**src/design/ooo_cfg.svh**
```systemverilog
`ifndef OOO_CFG_SVH
`define OOO_CFG_SVH

// operand and result width, rv32 only
`define XLEN 32

// rob entry tag
`define ROB_TAG_WIDTH 5

// alu opcode field
`define ALU_OP_WIDTH 6

`endif

```
**src/design/ooo_pkg.sv**
```systemverilog
`default_nettype none

`include "ooo_cfg.svh"

package ooo_pkg;

  // integer alu operations, rv32i plus zba/zbb/zicond
  typedef enum logic [`ALU_OP_WIDTH-1:0] {
    ALU_ADD       = 6'd0,
    ALU_SUB       = 6'd1,
    ALU_SH1ADD    = 6'd2,
    ALU_SH2ADD    = 6'd3,
    ALU_SH3ADD    = 6'd4,
    ALU_EQ        = 6'd5,
    ALU_NE        = 6'd6,
    ALU_LT        = 6'd7,
    ALU_LTU       = 6'd8,
    ALU_GE        = 6'd9,
    ALU_GEU       = 6'd10,
    ALU_MIN       = 6'd11,
    ALU_MINU      = 6'd12,
    ALU_MAX       = 6'd13,
    ALU_MAXU      = 6'd14,
    ALU_SLL       = 6'd15,
    ALU_SRL       = 6'd16,
    ALU_SRA       = 6'd17,
    ALU_ROL       = 6'd18,
    ALU_ROR       = 6'd19,
    ALU_CLZ       = 6'd20,
    ALU_CTZ       = 6'd21,
    ALU_CPOP      = 6'd22,
    ALU_AND       = 6'd23,
    ALU_OR        = 6'd24,
    ALU_XOR       = 6'd25,
    ALU_ANDN      = 6'd26,
    ALU_ORN       = 6'd27,
    ALU_XNOR      = 6'd28,
    ALU_SEXTB     = 6'd29,
    ALU_SEXTH     = 6'd30,
    ALU_ZEXTH     = 6'd31,
    ALU_ORCB      = 6'd32,
    ALU_REV8      = 6'd33,
    ALU_CZERO_EQZ = 6'd34,
    ALU_CZERO_NEZ = 6'd35
  } alu_op_t;

endpackage

`default_nettype wire

```
**src/design/cpop.sv**
```systemverilog
`timescale 1ns/1ps
`default_nettype none

`include "ooo_cfg.svh"

module cpop (
  input  logic [`XLEN-1:0] data_in,
  output logic [`XLEN-1:0] data_out
);

  // adder tree levels, each one bit wider than the last
  logic [1:0] sum2  [16];
  logic [2:0] sum4  [8];
  logic [3:0] sum8  [4];
  logic [4:0] sum16 [2];
  logic [5:0] sum32;

  always_comb begin
    for (int i = 0; i < 16; i++) begin
      sum2[i] = {1'b0, data_in[2*i]} + {1'b0, data_in[2*i+1]};
    end
    for (int i = 0; i < 8; i++) begin
      sum4[i] = {1'b0, sum2[2*i]} + {1'b0, sum2[2*i+1]};
    end
    for (int i = 0; i < 4; i++) begin
      sum8[i] = {1'b0, sum4[2*i]} + {1'b0, sum4[2*i+1]};
    end
    for (int i = 0; i < 2; i++) begin
      sum16[i] = {1'b0, sum8[2*i]} + {1'b0, sum8[2*i+1]};
    end
    sum32    = {1'b0, sum16[0]} + {1'b0, sum16[1]};
    data_out = {{(`XLEN-6){1'b0}}, sum32};
  end

endmodule

`default_nettype wire

```
**src/design/alu.sv**
```systemverilog
`timescale 1ns/1ps
`default_nettype none

`include "ooo_cfg.svh"

module alu
  import ooo_pkg::*;
(
  input  alu_op_t          op,
  input  logic [`XLEN-1:0] operand_a,
  input  logic [`XLEN-1:0] operand_b,
  output logic [`XLEN-1:0] result
);

  function automatic logic [`XLEN-1:0] reverse_bits(input logic [`XLEN-1:0] x);
    logic [`XLEN-1:0] y;
    for (int i = 0; i < `XLEN; i++) begin
      y[i] = x[`XLEN-1-i];
    end
    return y;
  endfunction

  // shared adder, bit 0 carries the +1 for subtraction
  logic [`XLEN:0]   add_a;
  logic [`XLEN:0]   add_b;
  logic [`XLEN+1:0] add_sum;
  logic             diff_nz;

  always_comb begin
    unique case (op)
      ALU_SH1ADD: add_a = {operand_a[`XLEN-2:0], 2'b01};
      ALU_SH2ADD: add_a = {operand_a[`XLEN-3:0], 3'b001};
      ALU_SH3ADD: add_a = {operand_a[`XLEN-4:0], 4'b0001};
      default:    add_a = {operand_a, 1'b1};
    endcase
  end

  always_comb begin
    unique case (op)
      ALU_ADD, ALU_SH1ADD, ALU_SH2ADD, ALU_SH3ADD: add_b = {operand_b, 1'b0};
      // everything else subtracts
      default: add_b = {~operand_b, 1'b1};
    endcase
  end

  assign add_sum = {1'b0, add_a} + {1'b0, add_b};
  assign diff_nz = |add_sum[`XLEN:1];

  // a < b, signed or unsigned from carry and sign bits
  logic             less;
  logic [`XLEN-1:0] minmax_res;

  always_comb begin
    unique case (op)
      ALU_LT, ALU_GE, ALU_MIN, ALU_MAX:
        less = (operand_a[`XLEN-1] & ~operand_b[`XLEN-1]) |
               ((operand_a[`XLEN-1] == operand_b[`XLEN-1]) & add_sum[`XLEN]);
      default:
        less = ~add_sum[`XLEN+1];
    endcase
  end

  always_comb begin
    unique case (op)
      ALU_MAX, ALU_MAXU: minmax_res = less ? operand_b : operand_a;
      default:           minmax_res = less ? operand_a : operand_b;
    endcase
  end

  // single right shifter; left forms go through bit reversal
  logic [4:0]       shamt;
  logic [5:0]       wrap_amt;
  logic [`XLEN-1:0] shift_src;
  logic [`XLEN-1:0] shift_fill;
  logic [`XLEN-1:0] shift_res;
  logic [`XLEN-1:0] cnt_src;
  logic [`XLEN-1:0] cnt_res;

  assign shamt    = operand_b[4:0];
  // 32 when shamt is 0, which empties the fill
  assign wrap_amt = 6'd32 - {1'b0, shamt};

  always_comb begin
    unique case (op)
      ALU_SLL, ALU_ROL, ALU_CLZ: shift_src = reverse_bits(operand_a);
      default:                   shift_src = operand_a;
    endcase
  end

  always_comb begin
    unique case (op)
      ALU_SRA:          shift_fill = {`XLEN{operand_a[`XLEN-1]}} << wrap_amt;
      ALU_ROL, ALU_ROR: shift_fill = shift_src << wrap_amt;
      default:          shift_fill = '0;
    endcase
  end

  assign shift_res = (shift_src >> shamt) | shift_fill;

  // trailing zero mask, all ones for a zero word
  always_comb begin
    unique case (op)
      ALU_CLZ, ALU_CTZ: cnt_src = (shift_src - `XLEN'd1) & ~shift_src;
      default:          cnt_src = operand_a;
    endcase
  end

  cpop u_cpop (
    .data_in  (cnt_src),
    .data_out (cnt_res)
  );

  logic [`XLEN-1:0] logic_res;

  always_comb begin
    unique case (op)
      ALU_OR:   logic_res = operand_a | operand_b;
      ALU_XOR:  logic_res = operand_a ^ operand_b;
      ALU_ANDN: logic_res = operand_a & ~operand_b;
      ALU_ORN:  logic_res = operand_a | ~operand_b;
      ALU_XNOR: logic_res = operand_a ^ ~operand_b;
      default:  logic_res = operand_a & operand_b;
    endcase
  end

  // result select
  always_comb begin
    unique case (op)
      ALU_EQ:  result = {{(`XLEN-1){1'b0}}, ~diff_nz};
      ALU_NE:  result = {{(`XLEN-1){1'b0}}, diff_nz};
      ALU_LT, ALU_LTU: result = {{(`XLEN-1){1'b0}}, less};
      ALU_GE, ALU_GEU: result = {{(`XLEN-1){1'b0}}, ~less};
      ALU_MIN, ALU_MINU, ALU_MAX, ALU_MAXU: result = minmax_res;
      ALU_SLL, ALU_ROL: result = reverse_bits(shift_res);
      ALU_SRL, ALU_SRA, ALU_ROR: result = shift_res;
      ALU_CLZ, ALU_CTZ, ALU_CPOP: result = cnt_res;
      ALU_AND, ALU_OR, ALU_XOR, ALU_ANDN, ALU_ORN, ALU_XNOR: result = logic_res;
      ALU_SEXTB: result = {{24{operand_a[7]}}, operand_a[7:0]};
      ALU_SEXTH: result = {{16{operand_a[15]}}, operand_a[15:0]};
      ALU_ZEXTH: result = {16'h0000, operand_a[15:0]};
      ALU_ORCB: begin
        result = {{8{|operand_a[31:24]}}, {8{|operand_a[23:16]}},
                  {8{|operand_a[15:8]}}, {8{|operand_a[7:0]}}};
      end
      ALU_REV8: begin
        result = {operand_a[7:0], operand_a[15:8],
                  operand_a[23:16], operand_a[31:24]};
      end
      ALU_CZERO_EQZ: result = (|operand_b) ? operand_a : '0;
      ALU_CZERO_NEZ: result = (|operand_b) ? '0 : operand_a;
      // add, sub and shNadd
      default: result = add_sum[`XLEN:1];
    endcase
  end

endmodule

`default_nettype wire

```
**src/design/alu_fu.sv**
```systemverilog
`timescale 1ns/1ps
`default_nettype none

`include "ooo_cfg.svh"

module alu_fu
  import ooo_pkg::*;
(
  input  logic                      clk,
  input  logic                      reset,
  input  logic                      issue_valid,
  input  alu_op_t                   issue_op,
  input  logic [`XLEN-1:0]          issue_a,
  input  logic [`XLEN-1:0]          issue_b,
  input  logic [`ROB_TAG_WIDTH-1:0] issue_tag,
  input  logic                      flush,
  output logic                      result_valid,
  output logic [`ROB_TAG_WIDTH-1:0] result_tag,
  output logic [`XLEN-1:0]          result_data
);

  // issue stage
  logic                      s1_valid;
  alu_op_t                   s1_op;
  logic [`XLEN-1:0]          s1_a;
  logic [`XLEN-1:0]          s1_b;
  logic [`ROB_TAG_WIDTH-1:0] s1_tag;

  logic [`XLEN-1:0]          alu_result;

  // flush kills both stages, including an issue in the same cycle
  always_ff @(posedge clk) begin
    if (reset || flush) begin
      s1_valid <= 1'b0;
    end else begin
      s1_valid <= issue_valid;
    end
  end

  always_ff @(posedge clk) begin
    if (issue_valid) begin
      s1_op  <= issue_op;
      s1_a   <= issue_a;
      s1_b   <= issue_b;
      s1_tag <= issue_tag;
    end
  end

  alu u_alu (
    .op        (s1_op),
    .operand_a (s1_a),
    .operand_b (s1_b),
    .result    (alu_result)
  );

  // writeback stage
  always_ff @(posedge clk) begin
    if (reset || flush) begin
      result_valid <= 1'b0;
    end else begin
      result_valid <= s1_valid;
    end
  end

  always_ff @(posedge clk) begin
    if (s1_valid) begin
      result_tag  <= s1_tag;
      result_data <= alu_result;
    end
  end

endmodule

`default_nettype wire

```
**config.mk**
```make
export PLATFORM = sky130hd
export DESIGN_NAME = alu_fu
export DESIGN_NICKNAME = d
export VERILOG_FILES = /design/src/design/ooo_pkg.sv /design/src/design/cpop.sv /design/src/design/alu.sv /design/src/design/alu_fu.sv
export VERILOG_INCLUDE_DIRS = /design/src /design/src/design
export SDC_FILE = /design/constraint.sdc
export NUM_CORES = 1
export LEC_CHECK = 0
export BUFFER_PORTS_ARGS = -buffer_cell sky130_fd_sc_hd__buf_2
export CELL_PAD_IN_SITES_DETAIL_PLACEMENT = 0
export CELL_PAD_IN_SITES_GLOBAL_PLACEMENT = 1
export CORE_ASPECT_RATIO = 1.1
export CORE_MARGIN = 5
export CORE_UTILIZATION = 40
export DETAILED_ROUTE_END_ITERATION = 8
export HOLD_SLACK_MARGIN = 0.12
export PLACE_DENSITY_LB_ADDON = 0.1
export SYNTH_ARGS = -nofsm -noshare
export SYNTH_HDL_FRONTEND = slang
export SYNTH_SLANG_ARGS = --single-unit
```
**constraint.sdc**
```tcl
create_clock -name clk -period 10.2 [get_ports clk]
set_input_delay 3.06 -clock clk [delete_from_list [all_inputs] [get_ports clk]]
set_output_delay 3.06 -clock clk [all_outputs]
set_load 0.02 [all_outputs]
```
# Yosys cells after proc, flatten, opt, wreduce, memory -nomap -nowiden
# Index checks and enable logic that the tools add are counted.
dict set report word_totals {
  reg_bits 114
  latchBits 0
  ramBits 0
  mem_bits_ro 0
  input_bits 79
  out_inout_bits 38
  word_cells 131
  memories 0
}
dict set report op_classes {
  add_sub_neg 34
  mul 0
  n_div 0
  magnitude_cmp 0
  eq_ne 35
  shift 3
  n_mux 13
  bitwise_logic 17
  reduce_logical 21
}
# cell n
set op_table {}
lappend op_table {{one-hot mux 32 bit (16 select lines)} 1}
lappend op_table {{2-to-1 mux 32 bit} 7}
lappend op_table {{one-hot mux 32 bit (5 select lines)} 1}
lappend op_table {{one-hot mux 33 bit (3 select lines)} 1}
lappend op_table {{AND 32 bit} 3}
lappend op_table {{== test 6 x 5 -> 1 bit, second input constant} 16}
lappend op_table {{OR 32 bit} 3}
lappend op_table {{inverter 32 bit} 2}
lappend op_table {{one-hot mux 32 bit (2 select lines)} 1}
lappend op_table {{OR reduction 32 bit} 2}
lappend op_table {{<< shifter 32 x 6 -> 32 bit} 2}
lappend op_table {{XOR 32 bit} 2}
lappend op_table {{== test 6 x 4 -> 1 bit, second input constant} 8}
lappend op_table {{adder 33 x 33 -> 34 bit} 1}
lappend op_table {{2-to-1 mux 33 bit} 1}
lappend op_table {{adder 1 x 1 -> 2 bit} 16}
lappend op_table {{OR reduction 8 bit} 4}
lappend op_table {{right shift 32 x 5 -> 32 bit} 1}
lappend op_table {{subtractor 32 x 1 -> 32 bit, second input constant} 1}
lappend op_table {{adder 2 x 2 -> 3 bit} 8}
lappend op_table {{== test 6 x 3 -> 1 bit, second input constant} 4}
lappend op_table {{== test 6 bit, second input constant} 4}
lappend op_table {{adder 3 x 3 -> 4 bit} 4}
lappend op_table {{== test 6 x 2 -> 1 bit, second input constant} 2}
lappend op_table {{other kinds (14)} 28}

# Longest topological paths before layout
# Gate-level depths: netlist (run 1).
dict set report logic_depth {
  depth_word 12
  depth_mapped 31
  depth_no_buf 30
}

# By module
# A second synthesis (run 1) with hierarchy kept.
dict set report unflattened {
  hier_cells 2242
  area_unflattened_um2 17295.3
}
# mod n_inst cells_each area_per_inst_um2 seq_area_each_um2
set modules_own_cells {}
lappend modules_own_cells {alu 1 2028 12927.4 0.0}
lappend modules_own_cells {alu_fu 1 116 3418.3 3403.3}
lappend modules_own_cells {cpop 1 98 949.7 0.0}

# Least setup slack after synthesis (run 1)
# Ideal clock, no wire load.
dict set report synth_timing {
  path_type {flip-flop to flip-flop}
  startpoint {reg s1_op[5]}
  endpoint {reg result_data[4], data pin}
  setup_time_ns 0.261
  arrival_ns 7.874
  t_required_ns 9.939
  path_slack_ns 2.065
  path_stages_with_launch 28
  path_buffers 1
  period_less_slack_ns 8.135
  cell_sequence {edfxtp_1 buf_6 or4b_4 o32a_2 nor3_1 nor2_1 o21bai_1 or3b_1 or3b_1 or4b_1 nand2_1 fa_1 inv_1 fa_1 fa_1 inv_1 fa_1 fa_1 fa_1 ha_1 fa_1 a21o_1 a21oi_1 xnor2_1 a21oi_1 o221ai_1 a221o_1 o32a_1}
}
dict set report synth_between {
  elab_chain_cells 12
  word_cells_on_any_way 100
  cone_classes {33 x add/sub; 34 x eq/ne; 2 x shift; 11 x mux; 6 x bitwise; 14 x reduce/logical}
}
# item line
set synth_lines {}
lappend synth_lines {{from (decl)} alu_fu.sv:24} ;# alu_op_t s1_op;
lappend synth_lines {{from (signal assigned)} alu_fu.sv:42} ;# s1_op <= issue_op;
lappend synth_lines {{== test 6 x 4 -> 1 bit (tied with other cells)} {alu.sv:84, alu.sv:128}}
lappend synth_lines {{OR reduction 3 bit} alu.sv:84} ;# unique case (op)
lappend synth_lines {{2-to-1 mux 32 bit} alu.sv:84}
lappend synth_lines {{subtractor 32 x 1 -> 32 bit / inverter 32 bit (equally long branches)} alu.sv:103} ;# ALU_CLZ, ALU_CTZ: cnt_src = (shift_src - `XLEN'd1) & ~shift_src;
lappend synth_lines {{AND 32 bit} alu.sv:103}
lappend synth_lines {{2-to-1 mux 32 bit} alu.sv:102} ;# unique case (op)
lappend synth_lines {{adder 1 x 1 -> 2 bit} cpop.sv:20} ;# sum2[i] = {1'b0, data_in[2*i]} + {1'b0, data_in[2*i+1]};
lappend synth_lines {{adder 2 x 2 -> 3 bit} cpop.sv:23} ;# sum4[i] = {1'b0, sum2[2*i]} + {1'b0, sum2[2*i+1]};
lappend synth_lines {{adder 3 x 3 -> 4 bit} cpop.sv:26} ;# sum8[i] = {1'b0, sum4[2*i]} + {1'b0, sum4[2*i+1]};
lappend synth_lines {{adder 4 x 4 -> 5 bit} cpop.sv:29} ;# sum16[i] = {1'b0, sum8[2*i]} + {1'b0, sum8[2*i+1]};
lappend synth_lines {{adder 5 x 5 -> 6 bit} cpop.sv:31} ;# sum32 = {1'b0, sum16[0]} + {1'b0, sum16[1]};
lappend synth_lines {{one-hot mux 32 bit (16 select lines) (*)} alu.sv:128} ;# unique case (op)
lappend synth_lines {{net alu_result[4]} alu_fu.sv:29} ;# logic [`XLEN-1:0] alu_result;
lappend synth_lines {{to (signal assigned)} alu_fu.sv:68} ;# result_data <= alu_result;
lappend synth_lines {{to (decl)} alu_fu.sv:19} ;# output logic [`XLEN-1:0] result_data
# Mark *: on every way through the listed nets, which the timed path passes. The rest lies on a longest branch.
# A chain may end at the register's enable or synchronous reset.

# Final worst setup path (run 1)
# Ends and elaborated chain as after synthesis.

==> out/results.txt, run 1 <==
PD cells = 173.2 nW/um^2
Critical path arrival = 9.22 ns
Largest net degree at the start of global routing = 77
Top cells by count, synth = nand2_1 (278), clkbuf_1 (214), nor2_1 (198)
Startpoint Class = flip-flop
Slew at the pin with the worst max-slew slack = 1.257 ns
Die X = 205.6 um
Initial antenna violation count = 5
Top Ports = 117
Mean post-synth cell area = 7.886 um^2
Hold slack = 0.4224 ns
Synth top area cells = edfxtp_1 (20%), mux4_2 (8.2%), nand2_1 (6.2%), a21oi_1 (5.2%), clkbuf_1 (4.8%)
Status = finished with violations
TritonCTS Buffers = 17
Filler Cells Inserted = 4202
Post-synth EDFFs = 112
CTS tree = done
Starting Density = 40.59%
RSZ-0062 raised after global routing = false
Initial DRC count = 3585
Vias/cell = 7.215
Post_cts resized = 0
Final setup viols = 0
Routed vias = 19290
Worst-Skew Late Latency = 0.48 ns
Gate Count Post-Synth = 2135
CP Max Fanout = 18
FF+latch count, synth = 114
Clk pin slew, worst setup/hold paths = 0.09 ns
Post-CTS Setup Inserts = 0
Total grt overflow = 0
Final WL = 86930 um
Period utilization = 88.13%
Clock share of power = 21.1%
Layout cell share with drive strength beyond 1 = 16.23%
Final Util = 44.40%
Final std cells w/o fill = 2673
Worst setup EP type = flip-flop
Register area share after synthesis = 20.21%
Detail Route Antenna Nets = 0
CTS H-tree lvls = 4
Yosys warns = 0
# placed instances = 2641
Layout Nets = 2244
Ys async rst share = 0%
Wire per inst = 32.52 um
P&R area growth vs syn = 9.386%
Dominant synthesized flop cell = edfxtp_1
Net switching power = 1520 uW
TNS Setup = 0 ns
Row count = 78
Power Internal = 1670 uW
1st-pass router iterations = 9
First-pass GRT wire length = 124000 um
HPWL after DPL = 62870 um
Final hold violations = 0
Most common cell in the netlist = nand2_1
Clk_skew = 0.02571 ns
Max Cap Viol = 0
Seq pwr share = 19.7%
PortBufs = 116
ANT cells = 0
RR Startpoint = s1_op[5]
Number of remaining DRC errors = 39
Logic pwr share = 59.2%
Critical path data required time = 10.43 ns
Slew margin rel. = 14.05%
Max Slew Vio Count = 0
Clock buffer depth = 2
Critical path startpoint = s1_op[5]
Total clock sinks = 114
Full die area = 46300 um^2
Tmin final = 8.989 ns
Clk root buf = clkbuf_16
Sw Ratio = 47.65%
Synth cell types = 90
Hold_buf cts = 0
Cell Area, Synth = 16840 um^2
Die Ht = 225.2 um
HP Start = s1_tag[0]
Core Box Area = 41480 um^2
Highest ir drop seen on vdd = 211.0 uV
Routability congestion estimate = 1.017
Vias in the first global route = 17480
Overall Global Routing Usage = 36.24%
Cell accounting for the most synthesized area = edfxtp_1
Syn_nets = 2279
Share of Yosys cell area claimed by the top area cell type = 19.97%
HP Class = reg2reg
Max Clk Rate = 0.1112 GHz
Failing checks = design-rule violations
P_leak = 0.006691 uW
Crit path kind = reg2reg
cell usage in the layout, fill, tap and decap left out, types with 41 or more instances in the layout:
cell	netlist	layout
buf_2	11	115
a21oi_1	176	176
nor2_1	198	197
buf_4	4	86
o211ai_1	45	45
inv_1	42	42
xor2_1	48	47
edfxtp_1	112	112
nor3_1	48	47
mux2i_1	72	72
o21ai_0	112	112
ha_1	41	41
mux4_2	61	61
nand2_1	278	278
power groups by stage:
stage / clock network [uW] / logic, uW / registers, uW
2_1_floorplan: 0 / 1300 / 609
3_3_place_gp: 0 / 1840 / 633
3_5_place_dp: 0 / 1840 / 634
4_1_cts: 681 / 1850 / 624
5_1_grt: 704 / 2030 / 628
6_report: 673 / 1890 / 628
state kept, by name (all words and copies together) (netlist names):
signal	cells
result_data	32
result_tag	5
result_valid	1
s1_a	32
s1_b	32
s1_op	6
s1_tag	5
s1_valid	1
metal layers:
layer  global-route usage [%]  up-vias  routed length, um
li1                         -     8129                  -
met1                    50.95     9373              34580
met2                    52.99     1526              36840
met3                    9.873      246              11430
met4                    13.77       12               3938
met5                    1.261        -                146
final timing paths:
| kind | endpoint | slack (ns) | cells after the start |
|---|---|---|---|
| max | result_data[4] | 1.21 | 26 |
| min | result_tag[0] | 0.42 | 0 |
| max reg2reg | result_data[4] | 1.21 | 26 |
| min reg2reg | result_tag[0] | 0.42 | 0 |
area by class of cell:
cell class / count / area, um^2 / share of cell area, %
Clock buffer: 17 / 425.4 / 2.310
Clock inverter: 15 / 196.4 / 1.067
Inverter: 44 / 165.2 / 0.8967
Multi-Input combinational cell: 1722 / 12300 / 66.81
Sequential cell: 114 / 3405 / 18.49
Tap cell: 560 / 700.7 / 3.804
Timing Repair Buffer: 201 / 1221 / 6.630
logic make-up (layout without fill, tap and decap cells):
| family | Yosys count | count (layout) | synth area share, % |
|---|---|---|---|
| multiplexers | 154 | 154 | 13.98 |
| adder cells (fa/ha/maj) | 65 | 65 | 5.900 |
| AO/OA/AOI/OAI | 722 | 722 | 30.04 |
| buffers and inverters | 299 | 277 | 6.993 |
| XOR/XNOR | 78 | 78 | 4.057 |
| flip-flops | 114 | 114 | 20.21 |
| AND/OR/NAND/NOR | 703 | 703 | 18.82 |
worst max-delay path, stage by stage, from the launching register on:
cell and delay (ns):
edfxtp_1 0.65, or4b_4 0.66, o32a_2 0.37, nor3_1 0.19
nor2_1 0.10, o21bai_1 0.19, or3b_1 0.47, or3b_1 0.48
or4b_1 0.59, nand2_1 0.10, fa_1 0.41, inv_1 0.08
fa_1 0.44, fa_1 0.51, inv_1 0.05, fa_1 0.46
fa_1 0.52, fa_1 0.49, ha_1 0.24, fa_1 0.40
a21o_1 0.17, a21oi_1 0.17, xnor2_1 0.08, a21oi_1 0.14
o221ai_1 0.13, a221o_1 0.30, o32a_1 0.34
metrics by stage:
step / total power, uW / cell area (um^2) / setup WS, ns
after floorplan: 1906 / 16840 / 2.065
after global placement: 2470 / 17800 / 1.370
after detailed placement: 2474 / 17800 / 1.282
after CTS: 3153 / 18420 / 1.288
after global routing: 3361 / 18420 / 0.9053
final: 3191 / 18420 / 1.211
Power figures use the tool's default switching activity.
==> run 2: changes to the inputs <==
--- a/config.mk
+++ b/config.mk
@@ -10,10 +10,10 @@
 export CELL_PAD_IN_SITES_DETAIL_PLACEMENT = 0
 export CELL_PAD_IN_SITES_GLOBAL_PLACEMENT = 1
 export CORE_ASPECT_RATIO = 1.1
-export CORE_MARGIN = 5
+export CORE_MARGIN = 2
 export CORE_UTILIZATION = 40
 export DETAILED_ROUTE_END_ITERATION = 8
-export HOLD_SLACK_MARGIN = 0.12
+export HOLD_SLACK_MARGIN = 0.05
 export PLACE_DENSITY_LB_ADDON = 0.1
 export SYNTH_ARGS = -nofsm -noshare
 export SYNTH_HDL_FRONTEND = slang
==> out/results.txt, run 2 (synthesis gave the netlist of run 1 again) <==
Worst-Skew Late Latency = 0.48 ns (about the same)
Clock share of power = 20.3% (was 21.1%)
Clk pin slew, worst setup/hold paths = 0.09 ns (about the same)
Reg2Reg Setup Slack = 1.20 ns (was 1.21 ns)
Status = finished with violations (unchanged)
PortBufs = 116 (unchanged)
CP Max Fanout = 20 (was 18)
Period utilization = 88.24% (was 88.13%)
Die Ht = 219.2 um (was 225.2 um)
Tmin final = 9.000 ns (was 8.989 ns)
CTS H-tree lvls = 4 (unchanged)
Full die area = 43750 um^2 (was 46300 um^2)
TritonCTS Buffers = 17 (unchanged)
Critical Path Most Common Cell = fa_1 (unchanged)
HP Start = s1_tag[1] (was s1_tag[0])
Die X = 199.6 um (was 205.6 um)
Critical path data required time = 10.42 ns (was 10.43 ns)
RSZ-0062 raised after global routing = false (unchanged)
Logic pwr share = 60.1% (was 59.2%)
Slew at the pin with the worst max-slew slack = 1.216 ns (was 1.257 ns)
Slew margin rel. = 18.61% (was 14.05%)
Critical path arrival = 9.22 ns (about the same)
WHS Path Cells = 0 (unchanged)
Post_cts resized = 0 (unchanged)
Wire per inst = 32.25 um (was 32.52 um)
R2R cell count = 26 (unchanged)
Initial antenna violation count = 1 (was 5)
Commonest non-fill, non-tap cell in the layout = nand2_1 (unchanged)
WHS Endpoint = result_tag[1] (was result_tag[0])
HP Class = reg2reg (unchanged)
Vias/cell = 7.175 (was 7.215)
Critical path's largest stage delay = 0.65 ns (was 0.66 ns)
Routability congestion estimate = 1.018 (was 1.017)
Clk root buf = clkbuf_16 (unchanged)
Failing checks = design-rule violations (unchanged)
Starting Density = 40.69% (was 40.59%)
Core Box Area = 41380 um^2 (was 41480 um^2)
Crit path buf inv count = 2 (unchanged)
Most frequent cells in the layout = nand2_1 (278), nor2_1 (197), a21oi_1 (176), buf_2 (115) (unchanged)
Crit path kind = reg2reg (unchanged)
Largest registers = result_data x32, s1_a x32, s1_b x32 (unchanged)
Layout cell share with drive strength beyond 1 = 16.27% (was 16.23%)
Max Cap Viol = 0 (unchanged)
Filler Cells Inserted = 4217 (was 4202)
1st-pass router iterations = 9 (unchanged)
Startpoint Class = flip-flop (unchanged)
Hold slack = 0.4196 ns (was 0.4224 ns)
Seq pwr share = 19.6% (was 19.7%)
HPWL after DPL = 62550 um (was 62870 um)
ANT cells = 0 (unchanged)
Hold_buf cts = 0 (unchanged)
Top Ports = 117 (unchanged)
First-pass GRT wire length = 124000 um (about the same)
TNS Setup = 0 ns (unchanged)
R2r endpoint = result_data[4] (unchanged)
Worst setup EP type = flip-flop (unchanged)
CP top delay family = adder cells (unchanged)
Final setup viols = 0 (unchanged)
Final WL = 86230 um (was 86930 um)
CTS tree = done (unchanged)
Total clock sinks = 114 (unchanged)
Crit-path slowest cell = or4b_4 (unchanged)
Vias in the first global route = 17510 (was 17480)
Max Clk Rate = 0.1111 GHz (was 0.1112 GHz)
Sw Ratio = 48.72% (was 47.65%)
Detail Route Antenna Nets = 0 (unchanged)
Clock buffer depth = 2 (unchanged)
Post-CTS Setup Inserts = 0 (unchanged)
Power Internal = 1625 uW (was 1670 uW)
Initial DRC count = 3602 (was 3585)
Largest net degree at the start of global routing = 77 (unchanged)
Layout Nets = 2245 (was 2244)
Net switching power = 1544 uW (was 1520 uW)
Overall Global Routing Usage = 39.31% (was 36.24%)
Max Slew Vio Count = 0 (unchanged)
RR Startpoint = s1_op[5] (unchanged)
Routed vias = 19190 (was 19290)
PD cells = 172.3 nW/um^2 (was 173.2 nW/um^2)
Clk_skew = 0.02387 ns (was 0.02571 ns)
Total grt overflow = 0 (unchanged)
P_leak = 0.006678 uW (was 0.006691 uW)
Final hold violations = 0 (unchanged)
Highest ir drop seen on vdd = 249.9 uV (was 211.0 uV)
P&R area growth vs syn = 9.237% (was 9.386%)
Number of remaining DRC errors = 19 (was 39)
Row count = 78 (unchanged)
## run 2: cell count changes in the layout (fill, tap and decap cells not counted)
cell and change:
clkinvlp_4 +1, inv_8 +3, buf_4 +1, clkinv_4 -1, bufinv_16 -2, clkinv_2 -1
## run 2: layer usage
| layer | vias to the layer above | GRT usage (%) | share of wire [%] |
|---|---|---|---|
| met1 | 9268 | 54.88 | 40 |
| met3 | 203 | 11.02 | 14 |
| met5 | - | 0 | 0 |
| met2 | 1577 | 58.26 | 43 |
| met4 | 0 | 12.91 | 3.8 |
| li1 | 8137 | - | - |
## run 2: worst max path at each step
stage / cells past startpoint / slack (ns) / end / start
4_1_cts: 26 / 1.24 / result_data[4] / s1_op[5]
6_report: 26 / 1.20 / result_data[4] / s1_op[5]
5_1_grt: 26 / 0.84 / result_data[4] / s1_op[5]
3_5_place_dp: 26 / 1.27 / result_data[4] / s1_op[5]
2_1_floorplan: 27 / 2.07 / result_data[4] / s1_op[5]
3_3_place_gp: 26 / 1.35 / result_data[4] / s1_op[5]
## run 2: final cells by class
class	count	area [um^2]	share of cell area [%]
Timing Repair Buffer	202	1229	6.680
Clock buffer	17	425.4	2.313
Clock inverter	15	163.9	0.8912
Tap cell	560	700.7	3.810
Sequential cell	114	3405	18.51
Multi-Input combinational cell	1722	12300	66.90
Inverter	44	165.2	0.8980
## run 2: power by group through the flow
stage               Combinational [uW]  Clock, uW  Sequential, uW
floorplan                         1300          0             609
global placement                  1840          0             626
detailed placement                1840          0             626
CTS                               1850        649             616
global route                      2040        668             621
finish                            1900        644             620
## run 2: through the flow
| stage | worst slack (ns) | total power, uW | instance area [um^2] | utilization (%) | std cells |
|---|---|---|---|---|---|
| global route | 0.8440 | 3326 | 18390 | 44.45 | 2674 |
| detailed placement | 1.267 | 2467 | 17800 | 43.02 | 2642 |
| floorplan | 2.065 | 1906 | 16840 | - | 2135 |
| global placement | 1.354 | 2467 | 17800 | 43.02 | 2642 |
| finish | 1.200 | 3169 | 18390 | 44.45 | 2674 |
| CTS | 1.240 | 3117 | 18390 | 44.45 | 2674 |
